$ cat config.mk
export PLATFORM = sky130hd
export DESIGN_NAME = axis_mux_top
export DESIGN_NICKNAME = d
export VERILOG_FILES = /design/src/hw/axis_mux_pkg.sv /design/src/hw/axis_stream_if.sv /design/src/hw/axis_skid_buffer.sv /design/src/hw/fair_arbiter.sv /design/src/hw/axis_packet_mux.sv /design/src/hw/axis_mux_top.sv
export SDC_FILE = /design/constraint.sdc
export NUM_CORES = 1
export LEC_CHECK = 0
export ABC_AREA = 0
export BUFFER_PORTS_ARGS = -buffer_cell sky130_fd_sc_hd__buf_4
export CAP_MARGIN = 20
export CORE_AREA = 2 2 183 185
export CTS_CLUSTER_SIZE = 12
export DETAILED_ROUTE_END_ITERATION = 8
export DIE_AREA = 0 0 185 187
export PLACE_DENSITY = 0.83
export SLEW_MARGIN = 40
export SYNTH_ARGS = -nofsm -noshare
export SYNTH_HDL_FRONTEND = slang
export SYNTH_HIERARCHICAL = 1
export SYNTH_SLANG_ARGS = --single-unit
$ cat constraint.sdc
create_clock -name clk -period 7.9 [get_ports clk]
set_input_delay 0.79 -clock clk [delete_from_list [all_inputs] [get_ports clk]]
set_output_delay 0.79 -clock clk [all_outputs]
set_load 0.05 [all_outputs]
$ cat src/hw/axis_mux_pkg.sv
// Shared stream widths, channel count and beat format; imported by every mux source file
package axis_mux_pkg;

   // --------------------
   // Channel count
   // --------------------

   // Inputs merged onto the single output
   localparam int NUM_CH = 4;

   // Channel index width
   localparam int SEL_WIDTH = $clog2(NUM_CH);

   // --------------------
   // Beat widths
   // --------------------

   // Payload width in bits
   localparam int TDATA_WIDTH = 32;

   // One byte enable per data byte
   localparam int TKEEP_WIDTH = TDATA_WIDTH / 8;

   // User sideband, passed through untouched
   localparam int TUSER_WIDTH = 8;

   // --------------------
   // Beat format
   // --------------------

   // One beat as stored in the skid buffers and the output register
   // Field order sets the packed layout, data in the top bits
   typedef struct packed {
      logic [TDATA_WIDTH-1:0] data;
      logic [TKEEP_WIDTH-1:0] keep;
      logic                   last;
      logic [TUSER_WIDTH-1:0] user;
   } axis_beat_t;

endpackage

$ cat src/hw/axis_stream_if.sv
// AXI-Stream valid/ready link carrying one beat; source side drives valid and beat
`timescale 1ns/1ps

interface axis_stream_if;
   import axis_mux_pkg::*;

   // Handshake pair
   // Transfer on a rising edge with both high
   logic valid;
   logic ready;

   // Beat content, held steady by the source until transfer
   axis_beat_t beat;

   // --------------------
   // Views
   // --------------------

   // Producer side
   modport source (
      output valid,
      output beat,
      input  ready
   );

   // Consumer side
   modport sink (
      input  valid,
      input  beat,
      output ready
   );

endinterface

$ cat src/hw/axis_skid_buffer.sv
// Two-entry registered stream stage placed before each mux input with ready driven from a flop
`timescale 1ns/1ps

module axis_skid_buffer (
   input  logic         clk,
   input  logic         rst_n,
   axis_stream_if.sink   sink,
   axis_stream_if.source source
);
   import axis_mux_pkg::*;

   // Head entry, presented on source
   axis_beat_t main_beat;
   logic       main_valid;

   // Overflow entry, filled only while the head is stalled
   axis_beat_t skid_beat;
   logic       skid_valid;

   // Handshake strobes
   logic push;
   logic pop;

   // --------------------
   // Handshakes
   // --------------------

   // Upstream may push while the overflow slot is empty
   // Skid flag is a flop so no combinational path from source.ready
   assign sink.ready = !skid_valid;

   assign push = sink.valid && !skid_valid;
   assign pop  = main_valid && source.ready;

   assign source.valid = main_valid;
   assign source.beat  = main_beat;

   // --------------------
   // Storage
   // --------------------

   always_ff @(posedge clk) begin
      if (pop || !main_valid) begin
         // Head frees this cycle so refill from overflow first to keep order
         if (skid_valid) begin
            main_beat  <= skid_beat;
            main_valid <= 1'b1;
            skid_valid <= 1'b0;
         end else begin
            // Straight through when nothing is parked
            if (push) begin
               main_beat <= sink.beat;
            end
            main_valid <= push;
         end
      end else begin
         // Park the incoming beat while the head is stalled
         if (push) begin
            skid_beat  <= sink.beat;
            skid_valid <= 1'b1;
         end
      end

      // Both entries empty after reset
      if (!rst_n) begin
         main_valid <= 1'b0;
         skid_valid <= 1'b0;
      end
   end

endmodule

$ cat src/hw/fair_arbiter.sv
// Round-robin arbiter with packet hold; combinational grant, registered rotation pointer
`timescale 1ns/1ps

module fair_arbiter #(
   parameter  int NUM_INPUTS = 4,
   localparam int SEL_W      = (NUM_INPUTS > 1) ? $clog2(NUM_INPUTS) : 1
) (
   input  logic                  clk,
   input  logic                  rst_n,
   input  logic [NUM_INPUTS-1:0] in_valid,
   input  logic [NUM_INPUTS-1:0] hold_priority,
   output logic [SEL_W-1:0]      out_select,
   output logic [NUM_INPUTS-1:0] out_select_1hot,
   output logic                  out_valid
);

   // First channel searched, one past the last winner
   logic [SEL_W-1:0] ptr;

   // Bids left after the hold filter
   logic [NUM_INPUTS-1:0] eligible;
   logic                  hold_active;

   // Search result
   logic [SEL_W-1:0] winner;
   logic             found;

   // --------------------
   // Hold filter
   // --------------------

   // A channel in mid-packet locks out everyone else
   assign hold_active = |hold_priority;
   assign eligible    = hold_active ? (in_valid & hold_priority) : in_valid;

   // --------------------
   // Rotating search
   // --------------------

   always_comb begin
      int idx;
      winner = '0;
      found  = 1'b0;
      for (int i = 0; i < NUM_INPUTS; i++) begin
         // Wrap around the channel range
         idx = int'(ptr) + i;
         if (idx >= NUM_INPUTS) begin
            idx = idx - NUM_INPUTS;
         end
         if (!found && eligible[idx]) begin
            found  = 1'b1;
            winner = SEL_W'(idx);
         end
      end
   end

   always_comb begin
      out_select_1hot = '0;
      if (found) begin
         out_select_1hot[winner] = 1'b1;
      end
   end

   assign out_select = winner;
   assign out_valid  = found;

   // Advance only on a fresh grant, held packets leave the order alone
   always_ff @(posedge clk) begin
      if (found && !hold_active) begin
         ptr <= (winner == SEL_W'(NUM_INPUTS - 1)) ? '0 : winner + 1'b1;
      end
      if (!rst_n) begin
         ptr <= '0;
      end
   end

endmodule

$ cat src/hw/axis_packet_mux.sv
// Packet-level stream mux; skid buffer per input, round-robin choice, registered output
`timescale 1ns/1ps

module axis_packet_mux #(
   parameter int NUM_CH = axis_mux_pkg::NUM_CH
) (
   input  logic         clk,
   input  logic         rst_n,
   axis_stream_if.sink   sink [NUM_CH],
   axis_stream_if.source source
);
   import axis_mux_pkg::*;

   localparam int SEL_W = (NUM_CH > 1) ? $clog2(NUM_CH) : 1;

   // Arbiter result
   logic [SEL_W-1:0]  sel;
   logic [NUM_CH-1:0] sel_1hot;
   logic              sel_valid;

   // One bit per channel that has started but not finished a packet
   logic [NUM_CH-1:0] hold_1hot;
   logic              hold_any;

   // Buffered inputs, flattened for indexing
   logic [NUM_CH-1:0] in_valid;
   axis_beat_t        in_beat [NUM_CH];
   logic [NUM_CH-1:0] bid;

   // Output register
   logic       out_valid_q;
   axis_beat_t out_beat_q;
   logic       out_ready;

   // Output register can load this cycle
   assign out_ready = !out_valid_q || source.ready;

   // --------------------
   // Input stage
   // --------------------

   axis_stream_if sink_in [NUM_CH] ();

   for (genvar c = 0; c < NUM_CH; c++) begin : g_in
      // Skid buffer absorbs stalls without upstream bubbles
      axis_skid_buffer u_skid (
         .clk    (clk),
         .rst_n  (rst_n),
         .sink   (sink[c]),
         .source (sink_in[c])
      );

      assign in_valid[c] = sink_in[c].valid;
      assign in_beat[c]  = sink_in[c].beat;

      // Pop only the granted channel
      assign sink_in[c].ready = sel_1hot[c];
   end

   // --------------------
   // Packet tracking
   // --------------------

   assign hold_any = |hold_1hot;

   always_ff @(posedge clk) begin
      for (int i = 0; i < NUM_CH; i++) begin
         // Set after a middle beat, clear after the last
         if (in_valid[i] && sel_1hot[i]) begin
            hold_1hot[i] <= !in_beat[i].last;
         end
      end
      if (!rst_n) begin
         hold_1hot <= '0;
      end
   end

   // Bid only with room downstream and no other packet in flight
   always_comb begin
      for (int i = 0; i < NUM_CH; i++) begin
         bid[i] = in_valid[i] && (hold_1hot[i] || !hold_any) && out_ready;
      end
   end

   fair_arbiter #(
      .NUM_INPUTS (NUM_CH)
   ) u_arb (
      .clk             (clk),
      .rst_n           (rst_n),
      .in_valid        (bid),
      .hold_priority   (hold_1hot),
      .out_select      (sel),
      .out_select_1hot (sel_1hot),
      .out_valid       (sel_valid)
   );

   // --------------------
   // Output stage
   // --------------------

   // Stalled register keeps its beat, bids are already masked
   always_ff @(posedge clk) begin
      if (out_ready) begin
         out_valid_q <= sel_valid;
         out_beat_q  <= in_beat[sel];
      end
      if (!rst_n) begin
         out_valid_q <= 1'b0;
      end
   end

   assign source.valid = out_valid_q;
   assign source.beat  = out_beat_q;

endmodule

$ cat src/hw/axis_mux_top.sv
// Top level of the stream mux; flat per-channel AXI-Stream ports wrapped onto interfaces
`timescale 1ns/1ps

module axis_mux_top (
   input  logic clk,
   input  logic rst_n,

   // Input channels
   input  logic [axis_mux_pkg::NUM_CH-1:0]                               sink_tvalid,
   output logic [axis_mux_pkg::NUM_CH-1:0]                               sink_tready,
   input  logic [axis_mux_pkg::NUM_CH-1:0][axis_mux_pkg::TDATA_WIDTH-1:0] sink_tdata,
   input  logic [axis_mux_pkg::NUM_CH-1:0][axis_mux_pkg::TKEEP_WIDTH-1:0] sink_tkeep,
   input  logic [axis_mux_pkg::NUM_CH-1:0]                               sink_tlast,
   input  logic [axis_mux_pkg::NUM_CH-1:0][axis_mux_pkg::TUSER_WIDTH-1:0] sink_tuser,

   // Merged output
   output logic                                 source_tvalid,
   input  logic                                 source_tready,
   output logic [axis_mux_pkg::TDATA_WIDTH-1:0] source_tdata,
   output logic [axis_mux_pkg::TKEEP_WIDTH-1:0] source_tkeep,
   output logic                                 source_tlast,
   output logic [axis_mux_pkg::TUSER_WIDTH-1:0] source_tuser
);
   import axis_mux_pkg::*;

   // --------------------
   // Port wrapping
   // --------------------

   axis_stream_if sink_if [NUM_CH] ();
   axis_stream_if source_if ();

   for (genvar c = 0; c < NUM_CH; c++) begin : g_sink
      assign sink_if[c].valid = sink_tvalid[c];
      // Pack flat fields into the beat struct
      assign sink_if[c].beat  = '{
         data: sink_tdata[c],
         keep: sink_tkeep[c],
         last: sink_tlast[c],
         user: sink_tuser[c]
      };
      assign sink_tready[c]   = sink_if[c].ready;
   end

   // Unpack the output beat
   assign source_tvalid   = source_if.valid;
   assign source_tdata    = source_if.beat.data;
   assign source_tkeep    = source_if.beat.keep;
   assign source_tlast    = source_if.beat.last;
   assign source_tuser    = source_if.beat.user;
   assign source_if.ready = source_tready;

   // --------------------
   // Mux core
   // --------------------

   axis_packet_mux #(
      .NUM_CH (NUM_CH)
   ) u_mux (
      .clk    (clk),
      .rst_n  (rst_n),
      .sink   (sink_if),
      .source (source_if)
   );

endmodule

==> impl_metrics.ini <==
[outcome]
status = completed

[grt]
grt_overflow = 0
grt_antenna_before_repair = 2
grt_max_degree = 51
grt_pass1_wl_mm = 52.8
grt_usage_pct = 20.6
grt_pass1_vias = 8866

[setup_path]
reg2reg_to = u_mux/g_in[3].u_skid/skid_beat[32]$_DFFE_PP_
path_buf_inv = 2
crit_slowest_cell = buf_4
end_kind = flip-flop
cp-start-kind = input port
cp_cell_sequence = buf_4 -> nand2b_4 -> o211a_1 -> nor4b_2 -> a21oi_1 -> o21ai_0 -> a21boi_0 -> o21a_4 -> ha_1 -> and2_1 -> nand2b_1 -> nor3b_2 -> buf_4
rrSetupSlack_ns = 2.93
cp_max_fo = 50
criticalPathCategory = input port to flip-flop
arrival_ns = 5.15
worstReg2RegStart = u_mux/source.valid$_SDFFE_PN0P_
cp_common_cell = buf_4
worstRegToRegCells = 12
cp_top_family = simple AND/OR/NAND/NOR gates
startpoint = source_tready
cp.required_ns = 8.05
slowest_delay_ns = 0.66

[yosys]
synthCells = 776
ys_seq_area_share_pct = 75.6
synth_commonest_cells = 405 x edfxtp_1, 156 x mux2_2, 40 x mux4_2
avgSynthCellArea_um2 = 21.2
yosys-top-cells-area = edfxtp_1 74%, mux2_2 11%, mux4_2 5.5%, dfxtp_1 1.8%, mux2_1 1.6%
async_flop_share_pct = 0
ys.flop_type = edfxtp_1
yosysWarnings = 6
synth_top_area_share_pct = 73.8
ys_types = 41
synth.most_common_cell = edfxtp_1
yosys.area.top_type = edfxtp_1
ys_ff_latch = 420
syn_nets = 967
syn-cell-area_um2 = 16500
synth_edf_count = 405

[clock_network]
htree_levels = 2
cts-root-buf = clkbuf_16
ctsResizeCount = 0
cts_buffer_depth = 3
cts_hold_buf = 0
numCtsBuffers = 42
postCtsSetupRepairBufs = 0
cts_num_sinks = 420
path_clk_slew_ns = 0.06
cts_tree = done
insertion_delay_ns = 0.52

[power_and_ir_drop]
ir_drop_mv = 0.358
p_clk_share_pct = 24.0
pwr-share-seq_pct = 45.0
switching_share_pct = 31.4
combPwrFrac_pct = 31.0
p_sw_w = 0.00242
p_leak_nw = 7.00
p_int_w = 0.00530
p_per_area_nw_per_um2 = 387

[timing]
period_minus_slack_ns = 5.00
max_freq_mhz = 200
rsz0062_at_grt = no
worst_pin_slew_ns = 0.835
hold_viol_final = 0
setup_ws_ns = 2.90
setup_viol = 0
slew_headroom_pct = 44.3
finalClockSkew_ns = 0.00916
tns_ns = 0
timing.final.crit_share_pct = 63.3
slew_viol_final = 0

[routing]
wl_per_cell_um = 23.5
drt_iter0_drc = 748
wl_mm = 35.5
ant_nets = 0
viasPerCell = 5.50
drc_errors = 0
via_count = 8318
dr.pass1.iters = 5

[place]
portBuffers = 236
pre_cts_ws_ns = 2.40
gp_congestion = 0.844
dpl.hpwl_mm = 22.6

[die]
die_w_um = 185
die_height_um = 187
fp-row-count = 67
die_area_um2 = 34600
initial_core_util_pct = 50.1
io_pins = 237
core_area_um2 = 32900

[final_layout]
nFillCells = 2354
fin_nets = 1221
syn2layout_area_growth_pct = 21.2
drive_above_1_share_pct = 48.3

[worst_hold_path]
min_to = u_mux/g_in[0].u_skid/skid_beat[12]$_DFFE_PP_
hold_depth = 1
hold_path.class = input port to flip-flop
hold_start = sink_tkeep[3]

[run]
max_cap_viol_count = 0
==> power by group through the flow <==
stage	combinational (W)	clock, W	sequential, W
global route	0.00255	0.00198	0.00351
global placement	0.00234	0	0.00349
CTS	0.00243	0.00189	0.00347
floorplan	0.00145	0	0.00383
finish	0.00239	0.00185	0.00347
detailed placement	0.00243	0	0.00351
==> through the flow <==
stage	utilization, %	cells	total power [W]	cell area [um^2]	hold WS [ns]
floorplan	-	776	0.00528	16500	0.437
global placement	56.8	1434	0.00583	18700	0.480
detailed placement	56.8	1434	0.00594	18700	0.477
CTS	60.7	1512	0.00780	20000	0.428
global route	60.8	1513	0.00804	20000	0.429
finish	60.8	1513	0.00772	20000	0.454
==> flip-flops by register name (all words and copies together), names as in the netlist <==
name	flops
u_mux/g_in.u_skid/skid_beat	180
u_mux/g_in.u_skid/source.valid	4
u_mux/source.valid	1
u_mux/hold_1hot	4
u_mux/source.beat	45
u_mux/g_in.u_skid/source.beat	180
u_mux/u_arb/ptr	2
u_mux/g_in.u_skid/skid_valid	4
==> how the worst max path moves through the flow <==
stage | to | slack, ns | cells after the start
2_1_floorplan | u_mux/g_in[0].u_skid/skid_beat[0]$_DFFE_PP_ | 0.06 | 11
3_3_place_gp | u_mux/g_in[2].u_skid/skid_beat[43]$_DFFE_PP_ | 2.53 | 14
5_1_grt | u_mux/g_in[3].u_skid/skid_beat[34]$_DFFE_PP_ | 2.64 | 13
3_5_place_dp | u_mux/g_in[3].u_skid/skid_beat[2]$_DFFE_PP_ | 2.40 | 13
4_1_cts | u_mux/g_in[3].u_skid/skid_beat[34]$_DFFE_PP_ | 2.95 | 13
6_report | u_mux/g_in[3].u_skid/skid_beat[32]$_DFFE_PP_ | 2.90 | 13
==> logic make-up (layout without fill, tap and decap cells) <==
group           count (synthesis)  count (layout)  share of synthesized area (%)
flops                         420             420                           75.6
mux                           225             225                           18.6
simple gates                   44              44                           1.68
buf+inv                        43             331                           2.00
compound gates                 40              40                           1.82
fa+ha+maj                       4               4                          0.304
other cells                     0               1                              0
==> cell usage in the layout, fill, tap and decap left out, types with 9 or more instances in the layout <==
cell	instances
buf_4	243
clkbuf_1	25
clkbuf_16	45
dfxtp_1	11
edfxtp_1	405
inv_1	9
mux2_1	24
mux2_2	156
mux4_2	40
==> worst register-to-register path, delay by kind of cell, from the launching register on <==
| kind | cells | cell delay [ns] |
|---|---|---|
| buf+inv | 1 | 0.67 |
| fa+ha+maj | 1 | 0.31 |
| flops | 1 | 0.34 |
| simple gates | 5 | 1.95 |
| compound gates | 5 | 1.31 |
==> metal layers <==
metal,wire (um),track usage [%]
met5,0,0
met4,1110,7.02
met3,2240,3.87
met2,17600,34.3
met1,14500,27.2
==> layout make-up <==
| type | instances | area (um^2) | area share, % |
|---|---|---|---|
| Timing Repair Buffer | 244 | 1840 | 9.19 |
| Sequential cell | 420 | 12500 | 62.5 |
| Clock inverter | 4 | 18.8 | 0.0940 |
| Antenna cell | 1 | 2.50 | 0.0125 |
| Multi-Input combinational cell | 313 | 3760 | 18.8 |
| Inverter | 9 | 33.8 | 0.169 |
| Clock buffer | 74 | 1270 | 6.39 |
| Tap cell | 448 | 561 | 2.81 |
Note: power is estimated with default switching activity, not from simulation.
